<file path="src/cache_config.svh">
`ifndef CACHE_CONFIG_SVH
`define CACHE_CONFIG_SVH

// data cache geometry
// two ways per set, two words per block
`define DSETS 8

// instruction cache geometry
// direct mapped, one word per block
`define ISETS 16

// address field widths
// byte offset is always two bits
`define TAGW  26   // data tag
`define ITAGW 26   // instruction tag

`define DIDXW 3    // log2 of DSETS
`define IIDXW 4    // log2 of ISETS

// data address also carries one block offset bit,
// so TAGW + DIDXW + 1 + 2 is 32
// instruction address has no block offset,
// so ITAGW + IIDXW + 2 is 32

`endif

</file>
<file path="src/cacheTypesPkg.sv">
`include "cache_config.svh"

package cacheTypesPkg;

   typedef logic [31:0] word_t;
   typedef logic [31:0] addr_t;

   // address fields
   typedef logic [`TAGW-1:0]  dTag_t;
   typedef logic [`ITAGW-1:0] iTag_t;
   typedef logic [`DIDXW-1:0] dIdx_t;
   typedef logic [`IIDXW-1:0] iIdx_t;

   typedef struct packed {
      dTag_t      tag;
      dIdx_t      idx;
      logic       blkoff;   // word within block
      logic [1:0] bytoff;
   } dAddr_t;

   typedef struct packed {
      iTag_t      tag;
      iIdx_t      idx;
      logic [1:0] bytoff;
   } iAddr_t;

   // cache to arbiter
   typedef struct packed {
      logic  ren;
      logic  wen;
      addr_t addr;
      word_t store;
   } cacheReq_t;

   // arbiter back to cache
   typedef struct packed {
      logic  busWait;   // low only in the completing cycle
      word_t load;
   } cacheResp_t;

   typedef enum logic [1:0] {ramFree, ramBusy, ramAccess} ramState_t;

   typedef enum logic [2:0] {dIdle, writeBack0, writeBack1, fetch0, fetch1} dState_t;
   typedef enum logic {iIdle, iFetch} iState_t;

endpackage

</file>
<file path="src/dataCache.sv">
`include "cache_config.svh"

module dataCache (
   input  logic                      CLK,
   input  logic                      nRST,
   input  logic                      dmemREN,
   input  logic                      dmemWEN,
   input  cacheTypesPkg::addr_t      dmemAddr,
   input  cacheTypesPkg::word_t      dmemStore,
   output logic                      dhit,
   output cacheTypesPkg::word_t      dmemLoad,
   output cacheTypesPkg::cacheReq_t  dReq,
   input  cacheTypesPkg::cacheResp_t dResp
);
   import cacheTypesPkg::*;

   dAddr_t            reqAddr;
   dIdx_t             setIdx;
   dTag_t             tagMem  [2][`DSETS];
   word_t             dataMem [2][`DSETS][2];
   logic [`DSETS-1:0] valid [2];
   logic [`DSETS-1:0] dirty [2];
   logic [`DSETS-1:0] lru;          // way to evict next
   logic [1:0]        wayHit;
   logic              hitWay;
   logic              victim;
   logic              request;
   logic              accessDone;
   dState_t           state;
   dState_t           nextState;
   dAddr_t            busAddr;

   assign reqAddr    = dmemAddr;
   assign setIdx     = reqAddr.idx;
   assign request    = dmemREN | dmemWEN;
   assign accessDone = ~dResp.busWait;
   assign victim     = lru[setIdx];

   // tag compare on both ways
   assign wayHit[0] = valid[0][setIdx] && (tagMem[0][setIdx] == reqAddr.tag);
   assign wayHit[1] = valid[1][setIdx] && (tagMem[1][setIdx] == reqAddr.tag);
   assign hitWay    = wayHit[1];

   assign dhit     = request && (|wayHit);
   assign dmemLoad = dataMem[hitWay][setIdx][reqAddr.blkoff];

   always_comb
   begin
      nextState = state;
      case (state)
         dIdle:
            if (request && !dhit)
               nextState = (valid[victim][setIdx] && dirty[victim][setIdx]) ?
                           writeBack0 : fetch0;
         writeBack0:
            if (accessDone)
               nextState = writeBack1;
         writeBack1:
            if (accessDone)
               nextState = fetch0;
         fetch0:
            if (accessDone)
               nextState = fetch1;
         fetch1:
            if (accessDone)
               nextState = dIdle;   // set valid now, hits next cycle
         default:
            nextState = dIdle;
      endcase
   end

   // one bus word per state
   always_comb
   begin
      dReq        = '0;
      busAddr     = '0;
      busAddr.idx = setIdx;
      case (state)
         writeBack0, writeBack1:
         begin
            busAddr.tag    = tagMem[victim][setIdx];   // victim's old block
            busAddr.blkoff = (state == writeBack1);
            dReq.wen       = 1'b1;
            dReq.store     = dataMem[victim][setIdx][busAddr.blkoff];
         end
         fetch0, fetch1:
         begin
            busAddr.tag    = reqAddr.tag;
            busAddr.blkoff = (state == fetch1);
            dReq.ren       = 1'b1;
         end
         default:
         begin
            dReq.ren = 1'b0;
         end
      endcase
      dReq.addr = busAddr;
   end

   always_ff @(posedge CLK, negedge nRST)
   begin
      if (!nRST)
         state <= dIdle;
      else
         state <= nextState;
   end

   // valid, dirty and lru bits
   always_ff @(posedge CLK, negedge nRST)
   begin
      if (!nRST)
      begin
         valid <= '{default: '0};
         dirty <= '{default: '0};
         lru   <= '0;
      end
      else
      begin
         if (dhit)
         begin
            lru[setIdx] <= ~hitWay;   // other way is now least recent
            if (dmemWEN)
               dirty[hitWay][setIdx] <= 1'b1;
         end
         if (accessDone && state == fetch0)
            valid[victim][setIdx] <= 1'b0;   // block half overwritten
         if (accessDone && state == fetch1)
         begin
            valid[victim][setIdx] <= 1'b1;
            dirty[victim][setIdx] <= 1'b0;
         end
      end
   end

   // tag and data arrays
   always_ff @(posedge CLK)
   begin
      if (dhit && dmemWEN)
         dataMem[hitWay][setIdx][reqAddr.blkoff] <= dmemStore;
      if (accessDone && state == fetch0)
         dataMem[victim][setIdx][0] <= dResp.load;
      if (accessDone && state == fetch1)
      begin
         dataMem[victim][setIdx][1] <= dResp.load;
         tagMem[victim][setIdx]     <= reqAddr.tag;
      end
   end

endmodule

</file>
<file path="src/instrCache.sv">
`include "cache_config.svh"

module instrCache (
   input  logic                      CLK,
   input  logic                      nRST,
   input  logic                      imemREN,
   input  cacheTypesPkg::addr_t      imemAddr,
   output logic                      ihit,
   output cacheTypesPkg::word_t      imemLoad,
   output cacheTypesPkg::cacheReq_t  iReq,
   input  cacheTypesPkg::cacheResp_t iResp
);
   import cacheTypesPkg::*;

   iAddr_t            reqAddr;
   iIdx_t             setIdx;
   iTag_t             tagMem  [`ISETS];
   word_t             dataMem [`ISETS];
   logic [`ISETS-1:0] valid;
   logic              fillDone;
   iState_t           state;

   assign reqAddr  = imemAddr;
   assign setIdx   = reqAddr.idx;
   assign fillDone = (state == iFetch) && !iResp.busWait;

   assign ihit     = imemREN && valid[setIdx] && (tagMem[setIdx] == reqAddr.tag);
   assign imemLoad = dataMem[setIdx];

   // read of the missing word, aligned
   always_comb
   begin
      iReq             = '0;
      iReq.ren         = (state == iFetch);
      iReq.addr        = {reqAddr.tag, reqAddr.idx, 2'b00};
   end

   always_ff @(posedge CLK, negedge nRST)
   begin
      if (!nRST)
      begin
         state <= iIdle;
         valid <= '0;
      end
      else
      begin
         case (state)
            iIdle:
               if (imemREN && !ihit)
                  state <= iFetch;
            iFetch:
               if (fillDone)
               begin
                  state          <= iIdle;   // hits next cycle
                  valid[setIdx]  <= 1'b1;
               end
            default:
               state <= iIdle;
         endcase
      end
   end

   always_ff @(posedge CLK)
   begin
      if (fillDone)
      begin
         tagMem[setIdx]  <= reqAddr.tag;
         dataMem[setIdx] <= iResp.load;
      end
   end

endmodule

</file>
<file path="src/memoryControl.sv">
module memoryControl (
   input  logic                      CLK,
   input  logic                      nRST,
   input  cacheTypesPkg::cacheReq_t  dReq,
   input  cacheTypesPkg::cacheReq_t  iReq,
   output cacheTypesPkg::cacheResp_t dResp,
   output cacheTypesPkg::cacheResp_t iResp,
   output logic                      ramREN,
   output logic                      ramWEN,
   output cacheTypesPkg::addr_t      ramAddr,
   output cacheTypesPkg::word_t      ramStore,
   input  cacheTypesPkg::word_t      ramLoad,
   input  cacheTypesPkg::ramState_t  ramState
);
   import cacheTypesPkg::*;

   typedef enum logic [1:0] {ownNone, ownData, ownInstr} owner_t;

   owner_t    owner;   // holder of an access still in flight
   owner_t    grant;
   cacheReq_t busReq;
   logic      dWants;
   logic      iWants;
   logic      done;

   assign dWants = dReq.ren | dReq.wen;
   assign iWants = iReq.ren | iReq.wen;
   assign done   = (ramState == ramAccess);

   // data cache first, but never break an open access
   always_comb
   begin
      if (owner != ownNone)
         grant = owner;
      else if (dWants)
         grant = ownData;
      else if (iWants)
         grant = ownInstr;
      else
         grant = ownNone;
   end

   always_comb
   begin
      case (grant)
         ownData:  busReq = dReq;
         ownInstr: busReq = iReq;
         default:  busReq = '0;
      endcase
   end

   assign ramREN   = busReq.ren;
   assign ramWEN   = busReq.wen;
   assign ramAddr  = busReq.addr;
   assign ramStore = busReq.store;

   // only the owner sees its access finish
   assign dResp.busWait = !((grant == ownData) && done);
   assign dResp.load    = (grant == ownData) ? ramLoad : '0;
   assign iResp.busWait = !((grant == ownInstr) && done);
   assign iResp.load    = (grant == ownInstr) ? ramLoad : '0;

   always_ff @(posedge CLK, negedge nRST)
   begin
      if (!nRST)
         owner <= ownNone;
      else if (done)
         owner <= ownNone;   // released on ramAccess
      else
         owner <= grant;
   end

endmodule

</file>
<file path="src/cacheSystem.sv">
module cacheSystem (
   input  logic                     CLK,
   input  logic                     nRST,
   // processor data port
   input  logic                     dmemREN,
   input  logic                     dmemWEN,
   input  cacheTypesPkg::addr_t     dmemAddr,
   input  cacheTypesPkg::word_t     dmemStore,
   output logic                     dhit,
   output cacheTypesPkg::word_t     dmemLoad,
   // processor instruction port
   input  logic                     imemREN,
   input  cacheTypesPkg::addr_t     imemAddr,
   output logic                     ihit,
   output cacheTypesPkg::word_t     imemLoad,
   // shared memory bus
   output logic                     ramREN,
   output logic                     ramWEN,
   output cacheTypesPkg::addr_t     ramAddr,
   output cacheTypesPkg::word_t     ramStore,
   input  cacheTypesPkg::word_t     ramLoad,
   input  cacheTypesPkg::ramState_t ramState
);
   import cacheTypesPkg::*;

   cacheReq_t  dReq;
   cacheReq_t  iReq;
   cacheResp_t dResp;
   cacheResp_t iResp;

   dataCache i_dataCache (
      .CLK       (CLK),
      .nRST      (nRST),
      .dmemREN   (dmemREN),
      .dmemWEN   (dmemWEN),
      .dmemAddr  (dmemAddr),
      .dmemStore (dmemStore),
      .dhit      (dhit),
      .dmemLoad  (dmemLoad),
      .dReq      (dReq),
      .dResp     (dResp)
   );

   instrCache i_instrCache (
      .CLK      (CLK),
      .nRST     (nRST),
      .imemREN  (imemREN),
      .imemAddr (imemAddr),
      .ihit     (ihit),
      .imemLoad (imemLoad),
      .iReq     (iReq),
      .iResp    (iResp)
   );

   // arbiter in front of the external bus
   memoryControl i_memoryControl (
      .CLK      (CLK),
      .nRST     (nRST),
      .dReq     (dReq),
      .iReq     (iReq),
      .dResp    (dResp),
      .iResp    (iResp),
      .ramREN   (ramREN),
      .ramWEN   (ramWEN),
      .ramAddr  (ramAddr),
      .ramStore (ramStore),
      .ramLoad  (ramLoad),
      .ramState (ramState)
   );

endmodule

</file>
<file path="config.mk">
export PLATFORM = sky130hd
export DESIGN_NAME = cacheSystem
export DESIGN_NICKNAME = d
export VERILOG_FILES = /design/src/cacheTypesPkg.sv /design/src/dataCache.sv /design/src/instrCache.sv /design/src/memoryControl.sv /design/src/cacheSystem.sv
export VERILOG_INCLUDE_DIRS = /design/src
export SDC_FILE = /design/constraint.sdc
export NUM_CORES = 2
export LEC_CHECK = 0
export BUFFER_PORTS_ARGS = -buffer_cell sky130_fd_sc_hd__buf_2
export CAP_MARGIN = 20
export CORE_MARGIN = 10
export CORE_UTILIZATION = 30
export DETAILED_ROUTE_END_ITERATION = 7
export GPL_ROUTABILITY_DRIVEN = 0
export GPL_TIMING_DRIVEN = 0
export PLACE_DENSITY = 0.49
export REMOVE_ABC_BUFFERS = 1
export SLEW_MARGIN = 20
export SYNTH_ARGS = -nofsm -noshare
export SYNTH_HDL_FRONTEND = slang
export SYNTH_SLANG_ARGS = --single-unit
</file>
<file path="constraint.sdc">
create_clock -name CLK -period 6.7 [get_ports CLK]
set_input_delay 1.675 -clock CLK [delete_from_list [all_inputs] [get_ports CLK]]
set_output_delay 1.675 -clock CLK [all_outputs]
set_load 0.1 [all_outputs]
</file>
==> run summary <==
Synth top area cells -> edfxtp_1 (62%), mux4_2 (13%), nand2_1 (5.2%)
Min-delay worst type -> flop to flop
Via density -> 5.80
Drt drc -> 0
Time the worst path needs with I/O delays and setup -> 8.72 ns
Final Setup Violations -> 91
Hold_buf cts -> 0
Gr usage total -> 22.3%
Vias in the first global route -> 79327
Fraction of registers with async set/reset -> 2.55%
Synth warn -> 0
Post-synth EDFFs -> 2368
Reg2Reg Capture Point -> i_dataCache.tagMem[1][21]
Syn_area_per_cell -> 13.9 um^2
Slew margin rel. -> 25.8%
CTS Buffer Depth -> 4
Peak supply drop -> 0.391 mV
Die height -> 640 um
Top FF cell, synth -> edfxtp_1
Critical path endpoint category -> output pin
I/O Buffers -> 260
Cts bufs inserted -> 272
Layout area overhead -> 25.0%
Routed length per instance -> 34.1 um
Hold Crit Endpoint -> i_instrCache.valid[1]
Post-synth top area cell -> edfxtp_1
Pins Over Slew Limit -> 0
Starting DRT DRC Count -> 10786
Worst-path fanout max -> 33
PwrDens -> 279 nW/um^2
Sequential area share after synthesis -> 63.0%
Hold wc startpoint -> i_instrCache.valid[1]
Core Area -> 383000 um^2
Routed WL -> 478000 um
Grt total ovfl -> 0
Reg2Reg Depth -> 10
Row count -> 227
CP max stage delay -> 0.56 ns
CTS tree -> done
Share of cells above drive strength 1 -> 28.2%
Clk_skew -> 0.0797 ns
DR vias -> 81415
Fin util -> 37.7%
Critical path class -> input port to output pin
Measured slew at the worst slew-check pin -> 1.11 ns
Initial Util -> 30.1%
Most common cell type on the critical path -> buf_6
R2R Path Start -> i_dataCache.state[0]
Tcrit/Tclk final -> 130%
DR pass1 iterations -> 6
Root buf cell -> clkbuf_16
Initial antenna violation count -> 69
Global-route wire length before repair -> 648000 um
FMAX -> 115 MHz
RSZ-0062 raised after global routing -> true
Startpoint Class -> input port
DIE AREA -> 410000 um^2
Post-Synthesis Cells -> 8304
FF+latch count, synth -> 2430
Synth top area share -> 61.6%
Crit path arrival time -> 7.05 ns
Largest net degree at the start of global routing -> 79
Pleak -> 0.0495 uW
Worst-skew pair later-pin latency -> 0.90 ns
Status -> complete, but fails checks
R2R Setup Slk -> 1.44 ns
Final #Nets -> 8917
Worst path slowest cell -> or4_4
Top Ports -> 267
Post-Syn Area -> 115000 um^2
Clock edge transition at the registers on the reported setup and hold paths -> 0.05 ns
Clock net sink count -> 2430
ANT nets after route -> 0
Number of H-tree levels -> 5
Fin. Hold Viols -> 0
Hold depth -> 1
Final HPWL DP -> 300000 um
WP data required -> 5.03 ns
Post-synth cell types -> 71
Chip Width -> 640 um
Failing checks -> negative setup slack
DP Worst Slack -> -5.12 ns
MaxCap Viol Count -> 0
Setup WS post-layout -> -2.02 ns
==> per-layer routing <==
metal / global-route usage [%] / wire [um]
met5: 0 / 161
met4: 11.9 / 30800
met3: 5.13 / 47900
met2: 36.4 / 224000
met1: 27.6 / 176000
==> metrics by stage <==
stage          power (uW)  hold slack (ns)  instance area [um^2]  cells  setup TNS, ns
3_5_place_dp        24600            0.454                128000  13233       -2833.41
3_3_place_gp        24400            0.445                119000  12775              -
6_report            40200            0.468                144000  14040        -114.21
5_1_grt             41200            0.478                144000  14020        -119.17
2_1_floorplan       21500            0.434                112000   7477              -
4_1_cts             39900            0.467                142000  13911        -125.70
==> cells by family after synthesis <==
logic type,count (synthesis),share of synthesized area [%]
and+or+nand+nor,2109,7.46
DFF,2430,63.0
buffers and inverters,855,3.15
adders and majority gates,2,0.0217
muxes,1136,17.2
AOI/OAI and AO/OA,1700,8.68
xor gates and xnor gates,71,0.539
other,1,0.00325
==> flip-flops by register name, summed over array words and instances, names as in the netlist, named ones only <==
| signal | cells |
|---|---|
| i_dataCache.state | 3 |
| i_instrCache.state | 1 |
| i_dataCache.tagMem | 416 |
| i_dataCache.valid | 1 |
| i_instrCache.dataMem | 512 |
| i_dataCache.dataMem | 1024 |
| i_dataCache.lru | 8 |
| i_memoryControl.owner | 2 |
| i_instrCache.valid | 16 |
| i_dataCache.dirty | 16 |
| i_instrCache.tagMem | 416 |
==> synth_stat cells, types with 27 or more instances <==
library cell  instances
edfxtp_1           2368
nand2_1            1601
o21ai_0            1083
mux4_2              671
clkbuf_1            591
mux2i_1             416
nor2_1              220
o22ai_1             125
buf_1                96
a21oi_1              93
buf_2                87
a31oi_1              76
a32oi_1              73
nand3_1              73
dfrtp_1              62
xnor2_1              54
mux2_2               48
o221ai_1             41
and2_1               39
a221o_1              37
nand4_1              35
or4_1                30
a22oi_1              28
nor3_1               27
==> cell usage in the layout (no fill, tap or decap), drive strengths merged, types with 62 or more instances in the layout <==
master	synthesis	final
a31oi	76	76
o21ai	1085	1085
o22ai	125	125
mux4	671	671
clkinv	0	91
nor2	220	220
nand3	73	73
buf	236	985
clkbuf	592	354
edfxtp	2368	2368
nand2	1601	1601
mux2i	416	416
a32oi	73	73
dfrtp	62	62
a21oi	95	95
==> report_power, final <==
| part | switching (uW) | total [uW] | internal (uW) |
|---|---|---|---|
| clock | 6250 | 14500 | 8300 |
| combinational | 6520 | 8850 | 2330 |
| sequential | 44.1 | 16800 | 16800 |
==> critical path: cells and delay by family <==
kind / cells / cell delay (ns)
compound gates: 3 / 0.58
buf+inv: 22 / 2.74
xor+xnor: 1 / 0.16
simple gates: 4 / 1.21
mux: 2 / 0.53
==> what timing repair did <==
item / in CTS / in global routing
resized for setup: 707 / 270
setup buffers: 173 / 101
cloned: 39 / 7
setup endpoints to repair: 1520 / 269
pin swaps: 140 / 130
==> how the worst max path moves through the flow <==
stage,from,endpoint,cells after the start
detailed placement,dmemAddr[3],dmemLoad[29],33
finish,dmemAddr[4],dmemLoad[29],32
global route,dmemAddr[3],dmemLoad[29],34
floorplan,dmemAddr[5],dmemLoad[31],10
CTS,dmemAddr[3],dmemLoad[29],32
global placement,dmemAddr[5],dmemLoad[31],12
==> cell type report <==
| class | count | area [um^2] |
|---|---|---|
| flip-flops and latches | 2430 | 72700 |
| fillers | 35442 | 239000 |
| clock inverters | 123 | 1030 |
| diodes | 29 | 72.6 |
| well taps | 5038 | 6300 |
| clock buffers | 344 | 7290 |
| inverters | 27 | 144 |
| repair buffers | 1027 | 15000 |
| multi-input cells | 5022 | 41700 |
Power figures use the tool's default switching activity.
